==> config.mk <==
export PLATFORM = sky130hd
export DESIGN_NAME = mem_stats
export DESIGN_NICKNAME = d
export VERILOG_FILES = /design/src/mem_pkg.sv /design/src/mem_stats.sv
export SDC_FILE = /design/constraint.sdc
export NUM_CORES = 1
export LEC_CHECK = 0
export ABC_AREA = 0
export BUFFER_PORTS_ARGS = -buffer_cell sky130_fd_sc_hd__clkbuf_2
export CORE_ASPECT_RATIO = 0.6
export CORE_MARGIN = 1
export CORE_UTILIZATION = 62
export CTS_CLUSTER_DIAMETER = 200
export DETAILED_ROUTE_END_ITERATION = 12
export HOLD_SLACK_MARGIN = 0.06
export PLACE_DENSITY = 0.8
export SYNTH_ARGS = -nofsm -noshare
export SYNTH_HDL_FRONTEND = slang
export SYNTH_SLANG_ARGS = --single-unit
export TNS_END_PERCENT = 50
==> constraint.sdc <==
create_clock -name user_clk -period 6.9 [get_ports user_clk]
set_input_delay 1.725 -clock user_clk [delete_from_list [all_inputs] [get_ports user_clk]]
set_output_delay 1.725 -clock user_clk [all_outputs]
set_load 0.005 [all_outputs]
==> src/mem_pkg.sv <==
// shared widths, sizes, status bits, statistic indices and enums
// for the single-clock memory access engine
`default_nettype none

package mem_pkg;

  // datapath and memory geometry
  localparam int data_w      = 64;    // stream and memory word
  localparam int data_bytes  = 8;     // bytes per word, keep width
  localparam int mem_words   = 256;   // memory depth
  localparam int mem_bytes   = 2048;  // memory size in bytes
  localparam int word_addr_w = 8;     // word address
  localparam int addr_w      = 11;    // byte address in commands
  localparam int off_w       = addr_w - word_addr_w;  // byte offset inside a word
  localparam int len_w       = 12;    // byte length in commands
  localparam int sts_w       = 8;     // status word
  localparam int stat_w      = 32;    // counter width
  localparam int stat_sel_w  = 4;     // statistic index
  localparam int num_stats   = 12;

  // status bit positions
  localparam int sts_ok_bit    = 7;
  localparam int sts_range_bit = 0;
  localparam int sts_align_bit = 1;
  localparam int sts_zero_bit  = 2;

  // statistic indices
  localparam int stat_wr_cmd   = 0;
  localparam int stat_wr_sts   = 1;
  localparam int stat_wr_err   = 2;
  localparam int stat_rd_cmd   = 3;
  localparam int stat_rd_sts   = 4;
  localparam int stat_rd_err   = 5;
  localparam int stat_wr_word  = 6;
  localparam int stat_wr_pkt   = 7;
  localparam int stat_wr_bytes = 8;
  localparam int stat_rd_word  = 9;
  localparam int stat_rd_pkt   = 10;
  localparam int stat_rd_bytes = 11;

  typedef enum logic [1:0] {st_idle, st_write, st_read, st_status} ctrl_state_e;

  typedef enum logic {op_read, op_write} mem_op_e;

endpackage

`default_nettype wire

==> src/mem_stats.sv <==
// traffic and error counters for commands, statuses and both data streams,
// read out by index through a two-stage register
`timescale 1ns/1ps
`default_nettype none

module mem_stats (
  input  wire                             user_clk,
  input  wire                             user_aresetn,
  input  wire                             wr_cmd_valid,
  input  wire                             rd_cmd_valid,
  input  wire                             wr_sts_valid,
  input  wire  [mem_pkg::sts_w-1:0]       wr_sts_data,
  input  wire                             rd_sts_valid,
  input  wire  [mem_pkg::sts_w-1:0]       rd_sts_data,
  input  wire                             wr_data_valid,
  input  wire  [mem_pkg::data_bytes-1:0]  wr_keep,
  input  wire                             wr_last,
  input  wire                             rd_data_valid,
  input  wire  [mem_pkg::data_bytes-1:0]  rd_keep,
  input  wire                             rd_last,
  input  wire  [mem_pkg::stat_sel_w-1:0]  stat_sel,
  output logic [mem_pkg::stat_w-1:0]      stat_value
);

  logic [mem_pkg::stat_w-1:0]      cnt_q [mem_pkg::num_stats];
  logic [mem_pkg::stat_w-1:0]      cnt_add [mem_pkg::num_stats];   // this cycle's increment
  logic [mem_pkg::stat_sel_w-1:0]  sel_q;

  // number of bytes kept in a beat
  function automatic logic [mem_pkg::stat_w-1:0] keep_bytes(
    input logic [mem_pkg::data_bytes-1:0] keep
  );
    logic [mem_pkg::stat_w-1:0] n;
    n = '0;
    for (int i = 0; i < mem_pkg::data_bytes; i++) begin
      n = n + keep[i];
    end
    return n;
  endfunction

  always_comb begin
    cnt_add[mem_pkg::stat_wr_cmd]   = mem_pkg::stat_w'(wr_cmd_valid);   // good and bad alike
    cnt_add[mem_pkg::stat_wr_sts]   = mem_pkg::stat_w'(wr_sts_valid);
    cnt_add[mem_pkg::stat_wr_err]   =
      mem_pkg::stat_w'(wr_sts_valid & ~wr_sts_data[mem_pkg::sts_ok_bit]);
    cnt_add[mem_pkg::stat_rd_cmd]   = mem_pkg::stat_w'(rd_cmd_valid);
    cnt_add[mem_pkg::stat_rd_sts]   = mem_pkg::stat_w'(rd_sts_valid);
    cnt_add[mem_pkg::stat_rd_err]   =
      mem_pkg::stat_w'(rd_sts_valid & ~rd_sts_data[mem_pkg::sts_ok_bit]);
    cnt_add[mem_pkg::stat_wr_word]  = mem_pkg::stat_w'(wr_data_valid);
    cnt_add[mem_pkg::stat_wr_pkt]   = mem_pkg::stat_w'(wr_data_valid & wr_last);
    cnt_add[mem_pkg::stat_wr_bytes] = wr_data_valid ? keep_bytes(wr_keep) : '0;
    cnt_add[mem_pkg::stat_rd_word]  = mem_pkg::stat_w'(rd_data_valid);
    cnt_add[mem_pkg::stat_rd_pkt]   = mem_pkg::stat_w'(rd_data_valid & rd_last);
    cnt_add[mem_pkg::stat_rd_bytes] = rd_data_valid ? keep_bytes(rd_keep) : '0;
  end

  always_ff @(posedge user_clk) begin
    if (!user_aresetn) begin
      for (int i = 0; i < mem_pkg::num_stats; i++) begin
        cnt_q[i] <= '0;
      end
    end else begin
      for (int i = 0; i < mem_pkg::num_stats; i++) begin
        cnt_q[i] <= cnt_q[i] + cnt_add[i];
      end
    end
  end

  // index register, then value register
  always_ff @(posedge user_clk) begin
    if (!user_aresetn) begin
      sel_q      <= '0;
      stat_value <= '0;
    end else begin
      sel_q <= stat_sel;
      if (sel_q < mem_pkg::stat_sel_w'(mem_pkg::num_stats)) begin
        stat_value <= cnt_q[sel_q];
      end else begin
        stat_value <= '0;   // unused index
      end
    end
  end

endmodule

`default_nettype wire

==> flow_metrics.env <==
export IMPL_outcome="finished clean"
export IMPL_min_delay_start="cnt_q[2][31]$_SDFF_PN0_"
export IMPL_yosys_warnings=0
export IMPL_synth_simple_gate_area_share_pct=25.5
export IMPL_worstReg2RegStart="sel_q[0]$_SDFF_PN0_"
export IMPL_p_leak_uw=0.00793
export IMPL_finalClockSkew_ns=0.0192
export IMPL_crit_family="adder cells"
export IMPL_grt_first_pass_wirelength_um=91400
export IMPL_crit_path_end_kind="flip-flop"
export IMPL_final_antenna_net_count=0
export IMPL_insertion_delay_ns=0.55
export IMPL_htree_levels=2
export IMPL_synth_xor_area_share_pct=12.7
export IMPL_fmax_mhz=179
export IMPL_regArea_um2=8420
export IMPL_cp_buffers_inverters=4
export IMPL_ys_seq_area_share_pct=40.0
export IMPL_gp_congestion=1.00
export IMPL_core_um2=32900
export IMPL_grt_max_degree=162
export IMPL_setup_viol=0
export IMPL_die_area_um2=34700
export IMPL_required_ns=7.30
export IMPL_fin_crit_ns=5.57
export IMPL_viasPerCell=6.38
export IMPL_finalHoldViolCount=0
export IMPL_die_h_um=145
export IMPL_power_density_nw_per_um2=224
export IMPL_worstMarginPinSlew_ns=1.25
export IMPL_slew_viol_final=0
export IMPL_track_usage_pct=34.6
export IMPL_critPathMaxStageDelay_ns=0.55
export IMPL_synthAdderAreaFrac_pct=2.97
export IMPL_final_cell_mix="dfxtp_1 (418), nor2_1 (330), nand2_1 (184), xor2_1 (170), nand3_1 (137)"
export IMPL_dpl_hpwl_um=42800
export IMPL_post_cts_buffers=0
export IMPL_peakVddDrop_mv=0.368
export IMPL_cts_sinks=420
export IMPL_die_w_um=240
export IMPL_cpMostUsedCell="fa_1"
export IMPL_fin_nets=2373
export IMPL_drc_errors=0
export IMPL_n_antenna_cell=0
export IMPL_multi_input_area_um2=11900
export IMPL_post_route_period_util_pct=80.8
export IMPL_drtIter0Drc=2437
export IMPL_postSynthCellCount=2276
export IMPL_grt_pass1_vias=16000
export IMPL_rsz0062_at_grt="no"
export IMPL_ys_flop_type="dfxtp_1"
export IMPL_synth_compound_area_share_pct=5.07
export IMPL_tns_ns=0
export IMPL_rows=51
export IMPL_gr_total_overflow=0
export IMPL_worstPathMaxFanout=9
export IMPL_worstSetupPathType="in -> reg"
export IMPL_mostFrequentLayoutCell="dfxtp_1"
export IMPL_cts_buffers=40
export IMPL_clk_path_buf_depth=3
export IMPL_grt_antenna_before_repair=0
export IMPL_design_portCount=78
export IMPL_syn2layout_area_growth_pct=8.81
export IMPL_ys_async_sr_fraction_pct=0
export IMPL_syn_area_um2=21000
export IMPL_cts_tree="done"
export IMPL_n_fill_cell=2508
export IMPL_wl_per_cell_um=21.6
export IMPL_wl_um=59600
export IMPL_clk_pin_slew_worst_paths_ns=0.06
export IMPL_hold_path_class="reg -> reg"
export IMPL_ys_ff_latch=420
export IMPL_setup_worst_path_start="wr_keep[0]"
export IMPL_fin_ws_ns=1.33
export IMPL_pre_cts_ws_ns=0.781
export IMPL_max_slew_margin_rel_pct=15.9
export IMPL_port_buffers=63
export IMPL_startpoint_type="input port"
export IMPL_yosysUniqueCellTypes=53
export IMPL_vias=17600
export IMPL_synthMuxAreaShare_pct=10.5
export IMPL_crit_slowest_cell="fa_1"
export IMPL_synth_nets=2366
export IMPL_synth_edf_count=0
export IMPL_synth_top_family_by_area="simple AND/OR/NAND/NOR gates"
export IMPL_start_util_pct=63.9
export IMPL_max_cap_violations=0
export IMPL_cp_arrival_ns=5.97
export IMPL_layout_drive_gt1_share_pct=11.2
export IMPL_cts_hold_buf=0
export IMPL_syn_avg_cell_area_um2=9.24
export IMPL_post_cts_resized=0
export IMPL_clockRootBuffer="clkbuf_16"
export IMPL_first_pass_iters=6
export IMPL_path_cells="clkbuf_2, inv_1, fa_1, fa_1, fa_1, inv_1, ha_1, fa_1, nand2_1, fa_1, nand2b_1, o2bb2ai_1, buf_4, nor4b_1, xnor2_1, nor2_1"
-- state kept, by name (all words and copies together) (netlist names) --
signal,flops
stat_value,32
sel_q,4
cnt_q,384
-- worst register-to-register path, stage by stage, from the launching register on --
cell and delay, ns:
dfxtp_4 1.02, buf_4 0.82, mux4_2 0.41, nand2_1 0.06, a311oi_1 0.70
-- final timing paths --
check	slack, ns	endpoint	depth (start not counted)
worst min register to register	0.49	cnt_q[2][31]$_SDFF_PN0_	2
worst min-delay path	0.49	cnt_q[2][31]$_SDFF_PN0_	2
worst max register to register	3.71	stat_value[23]$_SDFF_PN0_	4
worst max-delay path	1.33	cnt_q[8][10]$_SDFF_PN0_	16
-- power breakdown --
part / switching, µW / leakage [µW] / total, µW / internal, µW
clock: 979 / 0.000655 / 2270 / 1290
combinational: 192 / 0.00389 / 325 / 133
sequential: 67.3 / 0.00339 / 2530 / 2460
total: 1240 / 0.00793 / 5130 / 3890
-- synth_stat cells, types with 4 or more instances --
cell      number  area, µm²
dfxtp_1      420       8410
nor2_1       330       1240
nand2_1      184        691
xor2_1       170       1490
nand3_1      137        686
xnor2_1      134       1170
nand4_1      101        632
mux4_2        95       2140
clkbuf_1      82        308
a21oi_1       81        405
inv_1         62        233
and2_1        54        338
or3_1         46        288
nor4_1        42        263
and4_1        41        359
o21ai_0       41        205
and3_1        37        231
nor3_1        36        180
ha_1          34        425
a311oi_1      32        280
buf_2         21        105
fa_1          10        200
nand2b_1       8       50.1
or4_1          7       52.6
buf_1          5       18.8
nor4_2         5       62.6
nor4b_1        5       43.8
o211ai_1       5       37.5
a211oi_1       4       30.0
mux2i_1        4       40.0
nor2b_1        4       25.0
o21ai_1        4       20.0
-- metal layers --
metal	track usage, %	part of all wire (%)	vias up	routed length, µm
met3	11.2	15	94	8960
met4	7.81	2.1	0	1230
li1	-	-	8041	-
met2	48.3	41	1020	24200
met5	0	0	-	0
met1	51.5	42	8460	25300
-- metrics by stage --
stage | util, % | hold WS (ns) | std cells | power (µW) | instance area (µm²)
after floorplan | - | 0.439 | 2276 | 2790 | 21000
after detailed placement | 65.5 | 0.470 | 2691 | 2900 | 21600
after global routing | 69.5 | 0.520 | 2760 | 5280 | 22900
after CTS | 69.5 | 0.478 | 2760 | 5130 | 22900
final | 69.5 | 0.491 | 2760 | 5130 | 22900
after global placement | 65.5 | 0.451 | 2691 | 2880 | 21600
-- layout make-up --
cell class | instances | area share (%)
multi-input combinational | 1681 | 52.1
inverter | 65 | 1.10
clock inverter | 16 | 0.711
clock buffer | 53 | 5.07
timing repair buffer | 75 | 1.77
tap | 450 | 2.46
sequential | 420 | 36.8
-- cell families after synthesis --
logic type / Yosys count
AOI/OAI and AO/OA: 178
xor gates and xnor gates: 304
adders and majority gates: 44
buffers and inverters: 175
DFF: 420
muxes: 100
and+or+nand+nor: 1055
Power figures use the tool's default switching activity.
