File: config.mk
export PLATFORM = sky130hd
export DESIGN_NAME = read_stream_out
export DESIGN_NICKNAME = d
export VERILOG_FILES = /design/src/mem_pkg.sv /design/src/read_stream_out.sv
export SDC_FILE = /design/constraint.sdc
export NUM_CORES = 1
export LEC_CHECK = 0
export BUFFER_PORTS_ARGS = -buffer_cell sky130_fd_sc_hd__buf_2
export CAP_MARGIN = 40
export CORE_MARGIN = 4
export CORE_UTILIZATION = 40
export DETAILED_ROUTE_END_ITERATION = 8
export GPL_TIMING_DRIVEN = 0
export PLACE_DENSITY = 0.87
export SETUP_SLACK_MARGIN = 0.3
export SLEW_MARGIN = 20
export SYNTH_ARGS = -nofsm -noshare
export SYNTH_HDL_FRONTEND = slang
export SYNTH_SLANG_ARGS = --single-unit
File: constraint.sdc
create_clock -name user_clk -period 3.7 [get_ports user_clk]
set_input_delay 0.555 -clock user_clk [delete_from_list [all_inputs] [get_ports user_clk]]
set_output_delay 0.555 -clock user_clk [all_outputs]
set_load 0.1 [all_outputs]
File: src/mem_pkg.sv
// shared widths, sizes, status bits, statistic indices and enums
// for the single-clock memory access engine
`default_nettype none

package mem_pkg;

  // datapath and memory geometry
  localparam int data_w      = 64;    // stream and memory word
  localparam int data_bytes  = 8;     // bytes per word, keep width
  localparam int mem_words   = 256;   // memory depth
  localparam int mem_bytes   = 2048;  // memory size in bytes
  localparam int word_addr_w = 8;     // word address
  localparam int addr_w      = 11;    // byte address in commands
  localparam int off_w       = addr_w - word_addr_w;  // byte offset inside a word
  localparam int len_w       = 12;    // byte length in commands
  localparam int sts_w       = 8;     // status word
  localparam int stat_w      = 32;    // counter width
  localparam int stat_sel_w  = 4;     // statistic index
  localparam int num_stats   = 12;

  // status bit positions
  localparam int sts_ok_bit    = 7;
  localparam int sts_range_bit = 0;
  localparam int sts_align_bit = 1;
  localparam int sts_zero_bit  = 2;

  // statistic indices
  localparam int stat_wr_cmd   = 0;
  localparam int stat_wr_sts   = 1;
  localparam int stat_wr_err   = 2;
  localparam int stat_rd_cmd   = 3;
  localparam int stat_rd_sts   = 4;
  localparam int stat_rd_err   = 5;
  localparam int stat_wr_word  = 6;
  localparam int stat_wr_pkt   = 7;
  localparam int stat_wr_bytes = 8;
  localparam int stat_rd_word  = 9;
  localparam int stat_rd_pkt   = 10;
  localparam int stat_rd_bytes = 11;

  typedef enum logic [1:0] {st_idle, st_write, st_read, st_status} ctrl_state_e;

  typedef enum logic {op_read, op_write} mem_op_e;

endpackage

`default_nettype wire

File: src/read_stream_out.sv
// read stream output stage, lines up keep and last with memory latency
// and registers the beat onto the read data stream
`timescale 1ns/1ps
`default_nettype none

module read_stream_out (
  input  wire                             user_clk,
  input  wire                             user_aresetn,
  input  wire                             rd_issue,
  input  wire  [mem_pkg::data_bytes-1:0]  beat_keep,
  input  wire                             beat_last,
  input  wire  [mem_pkg::data_w-1:0]      mem_rdata,
  output logic                            rd_data_valid,
  output logic [mem_pkg::data_w-1:0]      rd_data,
  output logic [mem_pkg::data_bytes-1:0]  rd_keep,
  output logic                            rd_last
);

  logic                            issue_d;   // beat now on mem_rdata
  logic [mem_pkg::data_bytes-1:0]  keep_d;
  logic                            last_d;

  always_ff @(posedge user_clk) begin
    if (!user_aresetn) begin
      issue_d       <= 1'b0;
      rd_data_valid <= 1'b0;
    end else begin
      issue_d       <= rd_issue;
      rd_data_valid <= issue_d;
    end
  end

  // side-band follows the read into the memory stage
  always_ff @(posedge user_clk) begin
    if (rd_issue) begin
      keep_d <= beat_keep;
      last_d <= beat_last;
    end
  end

  // output beat, held between strobes
  always_ff @(posedge user_clk) begin
    if (issue_d) begin
      rd_data <= mem_rdata;
      rd_keep <= keep_d;
      rd_last <= last_d;
    end
  end

endmodule

`default_nettype wire
==> key figures, run 1 <==
Power and ir drop
  • Sequential power share: a little over half
  • Power after layout: 2035 uW
  • PwrDens: 572.8 nW/um2
  • Internal power: 1395 uW
  • Leakage Power: 0.001476 uW
  • Peak supply drop: 345.4 uV
  • Share of total power in the clock network: 28.1%
  • Combinational Power Share: approximately 17%
  • Net Switching: 639.2 uW
  • Switching Share: 31.42%

Global routing
  • Largest net degree at the start of global routing: 45
  • First-pass GRT wire length: 7921 um
  • GRT Util Overall: 14.81%
  • GRT overflow: 0
  • Initial antenna violation count: 1
  • Vias in the first global route: approximately 1600

Logic synthesis
  • Synth Instances: 86
  • Synthesis-stage register bit count: 84
  • Post-synthesis simple-gate area fraction: less than 1%
  • Yosys warning count: 0
  • Largest family of logic cells by synthesized area: simple AND/OR/NAND/NOR gates
  • Top area cells in the synthesized netlist: edfxtp_1 (98%), dfxtp_1 (1.6%), and2_1 (0.50%)
  • Top cell type's share of synthesized area: 97.91%
  • Synthesized area per cell: 29.24 um2
  • Syn nets: 162
  • Multiplexer area fraction after synthesis: 0%
  • Synth Area in XOR/XNOR: 0%
  • Adder-cell area share of the yosys netlist: 0%
  • Post-synthesis compound-gate area fraction: 0%
  • Netlist cell types: 3
  • Post-synthesis cell area: 2515 um2
  • Synth area leader: edfxtp_1
  • Seq/Total Area, Yosys: 99.50%

Timing
  • Min cycle time layout: 1.682 ns
  • Slew HR: about two thirds
  • Final hold vios: 0
  • Final setup fails: 0
  • Fmax: 0.5947 GHz
  • Clk_skew: ~0.0055 ns
  • Unrepaired setup endpoints after global routing: false
  • PnR worst setup slack: 2.018 ns
  • Slew @ Worst Pin: 0.5147 ns
  • Setup_tns: 0 ns
  • Worst hold margin: 0.3763 ns
  • Tcrit/Tclk final: 45.45%
  • Final Max Slew Viols: 0

Cells and area
  • Fin nets: about 320
  • Most frequent cells in the layout: buf_2 (149), edfxtp_1 (82), clkbuf_8 (9)
  • Fin cells: 327
  • Antenna diode count: 0
  • Share of cells above drive strength 1: 65.87%
  • Commonest non-fill, non-tap cell in the layout: buf_2
  • Fillers: roughly 480
  • Sequential Area: 2506 um2
  • Area delta synth->final: 41.24%
  • Area of the multi-input gates: ~13 um2

CTS
  • Root buffer cell: clkbuf_8
  • Worst-Skew Late Latency: 0.35 ns
  • Clock sinks: 84
  • Clock Tree Buf Depth: 2
  • Setup Fix Bufs, Post-CTS: 0
  • CTS tree: built
  • Num CTS Buffers: 9
  • Post-CTS sizing: 0
  • H-tree lvl count: 3
  • Reg clk slew, reported paths: 0.08 ns
  • CTS Hold Bufs: 0

Floorplan
  • IO Pins: 150
  • Rows: 28
  • Die width: 87.29 um
  • Die Ht: 87.29 um
  • Initial Utilization: a little over two fifths
  • Core ar.: 6026 um2
  • Total die area: about 7600 um2

Placed design
  • Inst Count DP: 311
  • PortBufs: 149
  • Final RePlAce weighted congestion: between 0.6 and 0.7
  • HPWL Detailed: between 4000 and 5000 um
  • Dpl ws: 2.390 ns

Setup path
  • Worst EP required: 3.14 ns
  • Worst path max stage delay: roughly 0.43 ns
  • Cell Chain, Critical Path: buf_2
  • Worst Setup End Kind: output port
  • Startpoint types: flip-flop
  • Crit path max-delay family: buffers and inverters
  • Critical setup path kind: flip-flop to output port
  • CP arrival: 1.13 ns
  • Crit path buf inv count: 1
  • Max FO, Critical Path: 1
  • Slowest cell on the critical path: buf_2

Min path
  • Worst hold path class: input pin to flip-flop

Route
  • WL/cell: between 15 and 20 um
  • Initial DRC Count: 56
  • Routed wire length: approximately 5400 um
  • Antenna-violating nets left: 0
  • DRC violations left: 0
  • Detailed-route via count: 1438
  • First-pass DRT Iterations: 4
  • Via density: roughly 4.4

Outcome
  • Status: finished clean

Run
  • Maxcap violations: 0
==> routing by layer <==
layer  GRT usage (%)  wire [um]  vias up
li1                -          -      668
met1           13.54       1695      648
met2           22.33       2618      103
met3           11.45        938       17
met4           10.18        182        2
met5               0         13        -
==> synth_stat cells (all sizes together) <==
cell and n:
and2 2, dfxtp 2, edfxtp 82
==> state kept, by name (all words and copies together), names as in the netlist <==
| name | count |
|---|---|
| rd_data | 64 |
| rd_keep | 8 |
| rd_last | 1 |
| keep_d | 8 |
| last_d | 1 |
| rd_data_valid | 1 |
| issue_d | 1 |
==> worst paths after layout <==
kind	depth (start not counted)	from	endpoint	slack [ns]
worst max register to register	1	issue_d	rd_data[26]	2.46
worst max-delay path	1	rd_data[13]	rd_data[13]	2.02
worst min register to register	0	keep_d[4]	rd_keep[4]	0.43
worst min-delay path	1	mem_rdata[21]	rd_data[21]	0.38
==> area by class of cell <==
type | count | share of cell area [%]
multi-input combinational | 2 | 0.3522
tap | 75 | 2.642
clock buffer | 9 | 3.487
clock inverter | 7 | 1.409
timing repair buffer | 150 | 21.56
sequential | 84 | 70.55
==> power groups by stage <==
stage                     registers [uW]  clock network [uW]  logic (uW)
after detailed placement            1140                   0         351
after global routing                1120                 641         359
after CTS                           1110                 594         351
after global placement              1140                   0         336
after floorplan                     1410                   0       0.617
final                               1110                 573         348
==> per-stage QoR <==
| step | util [%] | area (um2) |
|---|---|---|
| after floorplan | - | 2515 |
| after global routing | 58.95 | 3552 |
| after global placement | 55.67 | 3354 |
| after CTS | 58.95 | 3552 |
| final | 58.95 | 3552 |
| after detailed placement | 56.06 | 3378 |
==> cells by family (layout without fill, tap and decap cells) <==
| family | Yosys count | count (layout) |
|---|---|---|
| and+or+nand+nor | 2 | 2 |
| buffers and inverters | 0 | 166 |
| DFF | 84 | 84 |
No activity file was read; power rests on OpenSTA's default activity.
==> inputs of run 2 (changes only) <==
--- a/config.mk
+++ b/config.mk
@@ -5,13 +5,14 @@
 export SDC_FILE = /design/constraint.sdc
 export NUM_CORES = 1
 export LEC_CHECK = 0
+export ABC_AREA = 1
 export BUFFER_PORTS_ARGS = -buffer_cell sky130_fd_sc_hd__buf_2
 export CAP_MARGIN = 40
 export CORE_MARGIN = 4
-export CORE_UTILIZATION = 40
+export CORE_UTILIZATION = 38
 export DETAILED_ROUTE_END_ITERATION = 8
 export GPL_TIMING_DRIVEN = 0
-export PLACE_DENSITY = 0.87
+export PLACE_DENSITY = 0.86
 export SETUP_SLACK_MARGIN = 0.3
 export SLEW_MARGIN = 20
 export SYNTH_ARGS = -nofsm -noshare
==> constraint.sdc (replaced) <==
create_clock -name user_clk -period 1.52 [get_ports user_clk]
set_input_delay 0.228 -clock user_clk [delete_from_list [all_inputs] [get_ports user_clk]]
set_output_delay 0.228 -clock user_clk [all_outputs]
set_load 0.1 [all_outputs]
==> key figures, run 2 <==
Logic synthesis
  • Async SR Flop Fraction: 0%
  • Seq/Total Area, Yosys: 99.40%
  • EDFF count, synth: between 80 and 90
  • Syn nets: 164
  • Synth Instances: 88
  • Synth area leader: edfxtp_1
  • Netlist cell types: 4
  • Post-synthesis cell area: roughly 2500 um2
  • Most frequent cell after synthesis: edfxtp_1
  • Yosys warning count: 0
  • Top post-synthesis cells by count: edfxtp_1 (82), dfxtp_1 (2), inv_1 (2), nand2_1 (2)
  • Ys flop type: edfxtp_1
  • Synthesis-stage register bit count: 84
  • Synthesized area per cell: 28.61 um2
  • Top area cells in the synthesized netlist: edfxtp_1 (98%), dfxtp_1 (1.6%), inv_1 (0.30%)
  • Top cell type's share of synthesized area: 97.81%

Setup path
  • Cell Chain, Critical Path: buf_6
  • Startpoint types: flip-flop
  • Crit path buf inv count: 1
  • CP arrival: 0.99 ns
  • Crit path max-delay family: flip-flops
  • Worst Setup End Kind: output port
  • Worst path max stage delay: about 0.43 ns
  • Critical setup path kind: flip-flop to output port
  • Slowest cell on the critical path: edfxtp_1
  • Worst EP required: 1.29 ns
  • Max FO, Critical Path: 1

Timing
  • Fmax: 0.8180 GHz
  • Final setup fails: 0
  • Min cycle time layout: 1.223 ns
  • Final Max Slew Viols: 0
  • Unrepaired setup endpoints after global routing: true
  • Worst hold margin: 0.04738 ns
  • Final hold vios: 0
  • Clk_skew: 0.02229 ns
  • Slew @ Worst Pin: between 0.3 and 0.4 ns
  • Tcrit/Tclk final: between 80 and 90%
  • Setup_tns: 0 ns
  • Slew HR: 79.56%

Floorplan
  • Rows: 29
  • Total die area: 7991 um2
  • Initial Utilization: 39.42%
  • Die Ht: about 89 um
  • IO Pins: 150
  • Die width: 89.39 um
  • Core ar.: 6386 um2

Placed design
  • Inst Count DP: 314
  • HPWL Detailed: 3806 um
  • Final RePlAce weighted congestion: 0.7223
  • PortBufs: between 100 and 150

Cells and area
  • Area delta synth->final: 60.59%
  • Final core occ: 63.30%
  • Reg with most FFs: rd_data
  • Commonest non-fill, non-tap cell in the layout: edfxtp_1
  • Largest registers: rd_data: 64 flops, keep_d: 8 flops, rd_keep: 8 flops
  • Most frequent cells in the layout: edfxtp_1 (82), buf_2 (75), buf_6 (70)
  • Share of cells above drive strength 1: approximately two thirds
  • Antenna diode count: 0
  • Max reg flops: 64
  • Fin cells: 332
  • Fin nets: approximately 330
  • Fillers: 463

Power and ir drop
  • Leakage Power: ~0.0017 uW
  • Peak supply drop: 903.3 uV
  • PwrDens: 1302 nW/um2
  • Switching Share: 30.22%
  • Share of total power in the clock network: between 20 and 30%
  • Combinational Power Share: 18.3%
  • Net Switching: 1590 uW
  • Internal power: 3672 uW
  • Sequential power share: 51.9%

CTS
  • CTS tree: built
  • Reg clk slew, reported paths: 0.10 ns
  • CTS Hold Bufs: 0
  • Worst-Skew Late Latency: 0.35 ns
  • H-tree lvl count: 3
  • Clock sinks: 84
  • Root buffer cell: clkbuf_8
  • Clock Tree Buf Depth: 2
  • Num CTS Buffers: 9

Route
  • Antenna-violating nets left: 0
  • WL/cell: 17.50 um
  • Routed wire length: 5809 um
  • Via density: between 4 and 5
  • Initial DRC Count: 50
  • Detailed-route via count: 1475
  • First-pass DRT Iterations: 4
  • DRC violations left: 0

Global routing
  • Largest net degree at the start of global routing: 38
  • Vias in the first global route: 1571
  • Initial antenna violation count: 0
  • First-pass GRT wire length: about 8000 um
  • GRT overflow: 0
  • GRT Util Overall: 13.75%

Outcome
  • Status: finished clean

Run
  • Maxcap violations: 0

Min path
  • Worst hold path class: input pin to flip-flop
run 2: cell count changes after synthesis:
cell	previous run	this run
and2_1	2	0
inv_1	0	2
nand2_1	0	2
run 2: metal layers:
layer	vias up	wire, um	track usage, %	part of all wire [%]
met5	-	0	0	0
met4	0	65	6.901	1.1
met3	9	617	5.991	11
met2	77	3264	23.11	56
met1	712	1861	14.75	32
li1	677	-	-	-
run 2: layout make-up:
class | count | area, um2 | area share, %
Tap cell | 77 | 96.34 | 2.383
Timing Repair Buffer | 151 | 1229 | 30.39
Sequential cell | 84 | 2506 | 61.99
Clock inverter | 7 | 72.57 | 1.795
Inverter | 2 | 7.507 | 0.1857
Multi-Input combinational cell | 2 | 7.507 | 0.1857
Clock buffer | 9 | 123.9 | 3.064
run 2: kinds of logic (layout without fill, tap and decap cells):
family | after synthesis | after routing | synth area share, %
simple gates | 2 | 2 | 0.2983
buf+inv | 2 | 169 | 0.2983
flops | 84 | 84 | 99.40
run 2: path summary, 6_finish.rpt:
check                startpoint          end  slack, ns  cells past startpoint
hold reg to reg       keep_d[3]   rd_keep[3]       0.43                      0
setup reg to reg        issue_d  rd_data[10]       0.38                      1
hold / removal    mem_rdata[38]  rd_data[38]       0.05                      1
setup / recovery     rd_keep[5]   rd_keep[5]       0.30                      1
run 2: power groups by stage:
stage / logic, uW / clock network, uW / registers [uW]
2_1_floorplan: 1.57 / 0 / 3420
3_3_place_gp: 817 / 0 / 2780
3_5_place_dp: 823 / 0 / 2790
4_1_cts: 925 / 1600 / 2720
5_1_grt: 988 / 1720 / 2750
6_report: 962 / 1570 / 2730
run 2: stage by stage:
step | instance area [um2] | worst slack (ns) | total power [uW]
finish | 4043 | 0.2975 | 5262
global route | 4043 | 0.2476 | 5450
CTS | 3847 | 0.3002 | 5244
detailed placement | 3363 | 0.1561 | 3613
global placement | 3363 | 0.2065 | 3599
floorplan | 2521 | 0.3458 | 3417
run 2: repair_timing:
| action | 4_1_cts | 5_1_grt |
|---|---|---|
| gates cloned | 0 | 0 |
| setup buffers | 2 | 0 |
| resized for setup | 92 | 52 |
| endpoints found under the setup margin | 148 | 60 |
