==> src/mem_pkg.sv <==
// shared widths, sizes, status bits, statistic indices and enums
// for the single-clock memory access engine
`default_nettype none

package mem_pkg;

  // datapath and memory geometry
  localparam int data_w      = 64;    // stream and memory word
  localparam int data_bytes  = 8;     // bytes per word, keep width
  localparam int mem_words   = 256;   // memory depth
  localparam int mem_bytes   = 2048;  // memory size in bytes
  localparam int word_addr_w = 8;     // word address
  localparam int addr_w      = 11;    // byte address in commands
  localparam int off_w       = addr_w - word_addr_w;  // byte offset inside a word
  localparam int len_w       = 12;    // byte length in commands
  localparam int sts_w       = 8;     // status word
  localparam int stat_w      = 32;    // counter width
  localparam int stat_sel_w  = 4;     // statistic index
  localparam int num_stats   = 12;

  // status bit positions
  localparam int sts_ok_bit    = 7;
  localparam int sts_range_bit = 0;
  localparam int sts_align_bit = 1;
  localparam int sts_zero_bit  = 2;

  // statistic indices
  localparam int stat_wr_cmd   = 0;
  localparam int stat_wr_sts   = 1;
  localparam int stat_wr_err   = 2;
  localparam int stat_rd_cmd   = 3;
  localparam int stat_rd_sts   = 4;
  localparam int stat_rd_err   = 5;
  localparam int stat_wr_word  = 6;
  localparam int stat_wr_pkt   = 7;
  localparam int stat_wr_bytes = 8;
  localparam int stat_rd_word  = 9;
  localparam int stat_rd_pkt   = 10;
  localparam int stat_rd_bytes = 11;

  typedef enum logic [1:0] {st_idle, st_write, st_read, st_status} ctrl_state_e;

  typedef enum logic {op_read, op_write} mem_op_e;

endpackage

`default_nettype wire

==> src/mem_ctrl.sv <==
// command control FSM, checks commands, sequences memory beats
// and issues read and write statuses
`timescale 1ns/1ps
`default_nettype none

module mem_ctrl (
  input  wire                              user_clk,
  input  wire                              user_aresetn,
  input  wire                              wr_cmd_valid,
  input  wire  [mem_pkg::addr_w-1:0]       wr_cmd_addr,
  input  wire  [mem_pkg::len_w-1:0]        wr_cmd_len,
  input  wire                              rd_cmd_valid,
  input  wire  [mem_pkg::addr_w-1:0]       rd_cmd_addr,
  input  wire  [mem_pkg::len_w-1:0]        rd_cmd_len,
  input  wire                              wr_data_valid,
  input  wire  [mem_pkg::data_w-1:0]       wr_data,
  input  wire  [mem_pkg::data_bytes-1:0]   wr_keep,
  output logic                             mem_en,
  output logic [mem_pkg::data_bytes-1:0]   mem_we,
  output logic [mem_pkg::word_addr_w-1:0]  mem_addr,
  output logic [mem_pkg::data_w-1:0]       mem_wdata,
  output logic [mem_pkg::data_bytes-1:0]   rd_beat_keep,
  output logic                             rd_beat_last,
  output logic                             wr_sts_valid,
  output logic [mem_pkg::sts_w-1:0]        wr_sts_data,
  output logic                             rd_sts_valid,
  output logic [mem_pkg::sts_w-1:0]        rd_sts_data
);

  mem_pkg::ctrl_state_e state_q;
  mem_pkg::mem_op_e     op_q;                              // which status to raise
  logic [mem_pkg::len_w-3:0]        beats_q;               // beats still to move
  logic                             drain_q;               // read pipeline drain
  logic [mem_pkg::word_addr_w-1:0]  word_addr_q;
  logic [mem_pkg::data_bytes-1:0]   tail_keep_q;           // keep for the last read beat
  logic [mem_pkg::sts_w-1:0]        sts_q;

  logic                             cmd_valid;
  logic [mem_pkg::addr_w-1:0]       cmd_addr;
  logic [mem_pkg::len_w-1:0]        cmd_len;
  logic [mem_pkg::len_w:0]          cmd_len_up;            // len + 7 for the beat count
  logic [mem_pkg::len_w:0]          cmd_end;               // first byte past the transfer
  logic [mem_pkg::sts_w-1:0]        cmd_sts;
  logic [mem_pkg::data_bytes-1:0]   cmd_tail;
  logic                             wr_beat;
  logic                             rd_beat;

  // write command wins a tie
  assign cmd_valid  = wr_cmd_valid | rd_cmd_valid;
  assign cmd_addr   = wr_cmd_valid ? wr_cmd_addr : rd_cmd_addr;
  assign cmd_len    = wr_cmd_valid ? wr_cmd_len : rd_cmd_len;
  assign cmd_len_up = {1'b0, cmd_len} + (mem_pkg::len_w + 1)'(mem_pkg::data_bytes - 1);
  assign cmd_end    = {2'b00, cmd_addr} + {1'b0, cmd_len};

  always_comb begin
    cmd_sts = '0;
    if (cmd_addr[mem_pkg::off_w-1:0] != '0) begin
      cmd_sts[mem_pkg::sts_align_bit] = 1'b1;   // misaligned start
    end else if (cmd_len == '0) begin
      cmd_sts[mem_pkg::sts_zero_bit] = 1'b1;
    end else if (cmd_end > (mem_pkg::len_w + 1)'(mem_pkg::mem_bytes)) begin
      cmd_sts[mem_pkg::sts_range_bit] = 1'b1;   // runs off the end of memory
    end else begin
      cmd_sts[mem_pkg::sts_ok_bit] = 1'b1;      // 0x80
    end
  end

  // low len mod 8 bytes on the last beat, all bytes if it divides evenly
  always_comb begin
    cmd_tail = '1;
    if (cmd_len[mem_pkg::off_w-1:0] != '0) begin
      cmd_tail = ~({mem_pkg::data_bytes{1'b1}} << cmd_len[mem_pkg::off_w-1:0]);
    end
  end

  assign wr_beat = (state_q == mem_pkg::st_write) & wr_data_valid;
  assign rd_beat = (state_q == mem_pkg::st_read);   // one read issued every cycle

  assign mem_en       = wr_beat | rd_beat;
  assign mem_we       = wr_beat ? wr_keep : '0;
  assign mem_addr     = word_addr_q;
  assign mem_wdata    = wr_data;
  assign rd_beat_last = rd_beat & (beats_q == 1);
  assign rd_beat_keep = !rd_beat ? '0 : (rd_beat_last ? tail_keep_q : '1);
  assign wr_sts_data  = sts_q;      // held from command accept until the strobe
  assign rd_sts_data  = sts_q;

  always_ff @(posedge user_clk) begin
    if (!user_aresetn) begin
      state_q      <= mem_pkg::st_idle;
      op_q         <= mem_pkg::op_read;
      beats_q      <= '0;
      drain_q      <= 1'b0;
      wr_sts_valid <= 1'b0;
      rd_sts_valid <= 1'b0;
    end else begin
      wr_sts_valid <= 1'b0;   // strobes
      rd_sts_valid <= 1'b0;
      case (state_q)
        mem_pkg::st_idle: begin
          if (cmd_valid) begin
            op_q    <= wr_cmd_valid ? mem_pkg::op_write : mem_pkg::op_read;
            beats_q <= cmd_len_up[mem_pkg::len_w:mem_pkg::off_w];
            drain_q <= 1'b0;
            if (!cmd_sts[mem_pkg::sts_ok_bit]) begin
              state_q <= mem_pkg::st_status;     // bad command, report at once
            end else if (wr_cmd_valid) begin
              state_q <= mem_pkg::st_write;
            end else begin
              state_q <= mem_pkg::st_read;
            end
          end
        end
        mem_pkg::st_write: begin
          if (wr_data_valid) begin
            beats_q <= beats_q - 1'b1;
            if (beats_q == 1) begin
              state_q <= mem_pkg::st_status;
            end
          end
        end
        mem_pkg::st_read: begin
          beats_q <= beats_q - 1'b1;
          if (beats_q == 1) begin
            state_q <= mem_pkg::st_status;
            drain_q <= 1'b1;   // last beat still in memory and output stages
          end
        end
        mem_pkg::st_status: begin
          if (drain_q) begin
            drain_q <= 1'b0;
          end else begin
            wr_sts_valid <= (op_q == mem_pkg::op_write);
            rd_sts_valid <= (op_q == mem_pkg::op_read);
            state_q      <= mem_pkg::st_idle;
          end
        end
        default: state_q <= mem_pkg::st_idle;
      endcase
    end
  end

  // address, tail keep and status code of the command in progress
  always_ff @(posedge user_clk) begin
    if ((state_q == mem_pkg::st_idle) && cmd_valid) begin
      word_addr_q <= cmd_addr[mem_pkg::addr_w-1:mem_pkg::off_w];
      tail_keep_q <= cmd_tail;
      sts_q       <= cmd_sts;
    end else if (mem_en) begin
      word_addr_q <= word_addr_q + 1'b1;   // next word each beat
    end
  end

endmodule

`default_nettype wire

==> config.mk <==
export PLATFORM = sky130hd
export DESIGN_NAME = mem_ctrl
export DESIGN_NICKNAME = d
export VERILOG_FILES = /design/src/mem_pkg.sv /design/src/mem_ctrl.sv
export SDC_FILE = /design/constraint.sdc
export NUM_CORES = 1
export LEC_CHECK = 0
export ABC_CLOCK_PERIOD_IN_PS = 8580
export BUFFER_PORTS_ARGS = -buffer_cell sky130_fd_sc_hd__buf_2
export CELL_PAD_IN_SITES_DETAIL_PLACEMENT = 1
export CELL_PAD_IN_SITES_GLOBAL_PLACEMENT = 1
export CORE_AREA = 2 2 108 110
export CTS_BUF_LIST = sky130_fd_sc_hd__clkbuf_4 sky130_fd_sc_hd__clkbuf_8
export CTS_CLUSTER_SIZE = 20
export DETAILED_ROUTE_END_ITERATION = 7
export DIE_AREA = 0 0 110 112
export GPL_TIMING_DRIVEN = 0
export PLACE_DENSITY_LB_ADDON = 0.1
export SLEW_MARGIN = 20
export SYNTH_ARGS = -nofsm -noshare
export SYNTH_HDL_FRONTEND = slang
export SYNTH_SLANG_ARGS = --single-unit
==> constraint.sdc <==
create_clock -name user_clk -period 8.58 [get_ports user_clk]
set_input_delay 1.287 -clock user_clk [delete_from_list [all_inputs] [get_ports user_clk]]
set_output_delay 1.287 -clock user_clk [all_outputs]
set_load 0.005 [all_outputs]
==> results summary <==
The flow ran to the end, and the final reports show no timing, DRC or antenna violations. The switching share of power came out at 41.9%. The CTS tree is yes. In the routed design, unresolved DRC markers number 0. The number of synthesized register bits is 36.

The sequential cell area came out at 921 µm². Clock latency on the worst-skew pair, taken at its later pin, is 0.29 ns. The first global-routing pass estimated 17.2 mm of wire. The startpoint identified for the worst register-to-register timing path is state_q[0]. The endpoint identified for the worst register-to-register timing path is mem_addr[0].

The post-placement setup slack is 3.68 ns. Along the worst path, the maximum fanout reaches 10. For this block, the initial DRC count from the detailed router was 111. The post-route standard cell area excluding fillers came out at 4740 µm².

The wire-length estimate of the detail-placed layout is 9.41 mm. The analysis attributes to net switching a power of 430 µW. The maximum vdd drop is 0.0814 mV.

The worst hold path begins at op_q. The power per cell area came out at 216 nW/µm². The slack of the worst reg-to-reg path came out at 6.19 ns. STA classifies the critical path startpoint as an input pin. The power consumption is 1.02 mW. The total setup violations reported at the end of the flow came out at 0.

The die area is 12300 µm². The number of buffers on the longest clock path came out at 2. The count of buffers added on input and output ports is 158.

The leakage power is 2.38 nW. The number of standard cells in the layout, taps in and fillers out is 747. In the final routed layout, each cell accounts on average for 14.8 µm. After synthesis, the largest family of logic cells by area is buffers and inverters. The total area of multi-input combinational cells is 2030 µm².

The highest attainable clock frequency came out at 220 MHz. The number of placed instances, taps included is 739. The synthesis-to-layout area growth is 30.5%.

The arrival time of the worst setup path came out at 4.57 ns. The sequential power share came out at 30.5%. The sequential fraction of the synthesis area came out at 25.3%. Internal power comes to 595 µW. The headroom to the max-slew limit came out at 53.6%.

By count the netlist is led by sky130_fd_sc_hd__buf_4, sky130_fd_sc_hd__nor2_1, sky130_fd_sc_hd__a21oi_1. In this run the mean area of a mapped cell was 8.43 µm². Of all flip-flops after synthesis, the portion carrying an async set or reset was 0%. The most common cell in the synthesized netlist is sky130_fd_sc_hd__buf_4. The core area came out at 11200 µm².

Yosys attributes the largest share of cell area to sky130_fd_sc_hd__edfxtp_1, sky130_fd_sc_hd__buf_4, sky130_fd_sc_hd__dfxtp_1. The hold violation total from the final report was 0. Data on the critical path is required at its endpoint by 8.60 ns. The number of buffers inserted to repair setup after CTS is 0.

The per-cell via count in the routed design is 4.90. Clock skew on the completed layout was measured at 0.00860 ns. Summing the areas of all compound-gate instances in the mapped netlist gives 17.5% of the synthesized area. The power share of the combinational group is 54.4%. The global-route usage over all layers came out at 17.6%. sky130_fd_sc_hd__edfxtp_1 takes more of the synthesized area than any other cell.

The cell count of the worst reg-to-reg path came out at 5. The reported max-cap violation count came out at 0. The first-pass detailed-route iteration total is 4. The ratio of cells with drive above 1 in the final layout came out at 45.9%. In this run, the clock network consumes 15.1% of the power. The number of ports placed on the die boundary is 231. The number of global-route vias before repair came out at 3566.

The cell area after placement came out at 4630 µm². The synthesized netlist devotes 4.34% of its cell area to XOR and XNOR gates. The worst setup path is captured at a flip-flop. The share of synthesized area in the top cell type comes to 16.5%.

The standard-cell row count came out at 39. Entering global routing, the biggest net connects 13 pins. The number of antenna violations at the first check in global routing came out at 0. The number of max-slew violations in the final report was 0. The overall overflow remaining after global route came out at 0.

The count of clock tree sinks came out at 36. For the pin with the worst max-slew slack, the measured transition is 0.693 ns. The antenna cell count came out at 0.

The die boundary height came out at 112 µm. Clock tree synthesis selected as its root buffer the cell sky130_fd_sc_hd__clkbuf_8. The type of the worst min-delay path is reg -> reg. Hold repair after CTS inserted 0 buffers.

The total standard cell area after synthesis is 3630 µm². The count of warnings emitted by yosys came out at 0. The count of nets left with antenna violations after detail routing is 0. The share of the clock period used by the worst path after layout is 53.0%. The share of synthesized area spent on multiplexers came out at 8.20%.

The post-route minimum period came out at 4.55 ns. The dominant register cell in the synthesized netlist is sky130_fd_sc_hd__edfxtp_1. The smallest hold slack is 0.438 ns. The sink of the worst hold path is rd_sts_valid. The routed layout has 3658 vias.

The critical path in this run is classified as in -> reg. Wires add up to 11.1 mm. For this run, the share of the core covered by cells in the final layout is 42.4%. Once the floorplan was initialized, standard cells occupied 32.5% of the core.

The synthesized netlist devotes 17.8% of its cell area to simple gates. The number of fillers in the final layout is 1409. The number of enable flip-flop cells after synthesis is 20. The net count of the finished layout is 746. The post-synthesis share of cell area spent on full adders, half adders and majority gates is 7.09%. The post-cts gate resize count is 0. The total negative slack came out at 0 ns. The synthesized netlist contains 65 unique library cells. The final weighted congestion of routability-driven global placement is 0.796. The clock input transition at the sequential cells of the worst setup and hold paths is 0.08 ns.

In this run the horizontal extent of the chip is 110 µm. The hold-critical path depth came out at 1. Setup repair after global routing left no endpoint under its margin. The instance count of the mapped netlist came out at 431. The number of buffers inserted during clock tree synthesis came out at 5. The setup slack of the critical path after layout is 4.03 ns. The total number of H-tree levels is 2.
==> final cells by class <==
| type | instances | share of cell area, % |
|---|---|---|
| Timing Repair Buffer | 158 | 16.7 |
| Multi-Input combinational cell | 293 | 42.8 |
| Clock inverter | 2 | 0.739 |
| Buffer | 87 | 13.2 |
| Sequential cell | 36 | 19.4 |
| Clock buffer | 6 | 1.61 |
| Tap cell | 143 | 3.77 |
| Inverter | 22 | 1.74 |
==> power by group through the flow <==
stage                     sequential [mW]  combinational, mW  clock (mW)
after detailed placement            0.317              0.560           0
final                               0.313              0.557       0.154
after floorplan                     0.306              0.381           0
after global routing                0.322              0.631       0.165
after global placement              0.315              0.545           0
after CTS                           0.314              0.564       0.158
==> worst max-delay path by stage <==
stage,from,to,slack (ns),cells after the start
after floorplan,wr_cmd_valid,rd_sts_data[0],4.39,12
after global placement,wr_cmd_valid,rd_sts_data[0],3.75,13
after detailed placement,wr_cmd_valid,rd_sts_data[0],3.68,13
after CTS,wr_cmd_valid,rd_sts_data[0],3.98,13
after global routing,wr_cmd_valid,rd_sts_data[0],3.77,13
final,wr_cmd_valid,rd_sts_data[0],4.03,13
==> cells in the final DEF (no fill, tap or decap), types with 4 or more instances in the layout <==
cell / netlist / routed
sky130_fd_sc_hd__clkbuf_8: 0 / 5
sky130_fd_sc_hd__mux2_2: 16 / 16
sky130_fd_sc_hd__o21ai_0: 18 / 18
sky130_fd_sc_hd__xor2_1: 8 / 8
sky130_fd_sc_hd__or3_1: 4 / 4
sky130_fd_sc_hd__nor2_1: 43 / 43
sky130_fd_sc_hd__clkbuf_1: 8 / 8
sky130_fd_sc_hd__dfxtp_1: 16 / 16
sky130_fd_sc_hd__nand3_1: 9 / 9
sky130_fd_sc_hd__a21oi_1: 26 / 26
sky130_fd_sc_hd__xnor2_1: 10 / 10
sky130_fd_sc_hd__inv_1: 22 / 22
sky130_fd_sc_hd__nand2_1: 25 / 25
sky130_fd_sc_hd__conb_1: 2 / 9
sky130_fd_sc_hd__o22ai_1: 5 / 5
sky130_fd_sc_hd__o211ai_1: 6 / 6
sky130_fd_sc_hd__nor3_1: 9 / 9
sky130_fd_sc_hd__edfxtp_1: 20 / 20
sky130_fd_sc_hd__buf_4: 76 / 76
sky130_fd_sc_hd__and3_1: 13 / 13
sky130_fd_sc_hd__ha_1: 19 / 19
sky130_fd_sc_hd__buf_2: 1 / 159
sky130_fd_sc_hd__mux2i_1: 8 / 8
==> kinds of logic after synthesis <==
kind of cell | count (synthesis)
other cells | 2
simple gates | 126
fa+ha+maj | 20
xor+xnor | 18
mux | 26
compound gates | 94
buf+inv | 109
flops | 36
==> per-layer routing <==
metal  track usage (%)  part of all wire (%)  vias to the layer above
li1                  -                     -                     1788
met3              2.40                   7.4                        8
met2              30.3                    47                      162
met1              23.3                    45                     1700
met4              3.80                  0.91                        0
met5                 0                     0                        -
==> sequential cells by signal, summed over array words and instances (netlist names) <==
signal        cells
rd_sts_valid      1
drain_q           1
op_q              1
rd_sts_data       4
mem_addr          8
tail_keep_q       8
wr_sts_valid      1
beats_q          10
state_q           2
==> critical path, cell delays in order <==
cell	delay, ns
sky130_fd_sc_hd__buf_2	0.15
sky130_fd_sc_hd__buf_6	0.21
sky130_fd_sc_hd__buf_6	0.19
sky130_fd_sc_hd__mux2_2	0.38
sky130_fd_sc_hd__ha_1	0.25
sky130_fd_sc_hd__fa_1	0.44
sky130_fd_sc_hd__a211oi_2	0.32
sky130_fd_sc_hd__o21ai_2	0.15
sky130_fd_sc_hd__xor2_1	0.16
sky130_fd_sc_hd__nor4_2	0.26
sky130_fd_sc_hd__o2111ai_1	0.17
sky130_fd_sc_hd__o32ai_2	0.42
sky130_fd_sc_hd__a21boi_0	0.17
Power figures use the tool's default switching activity.
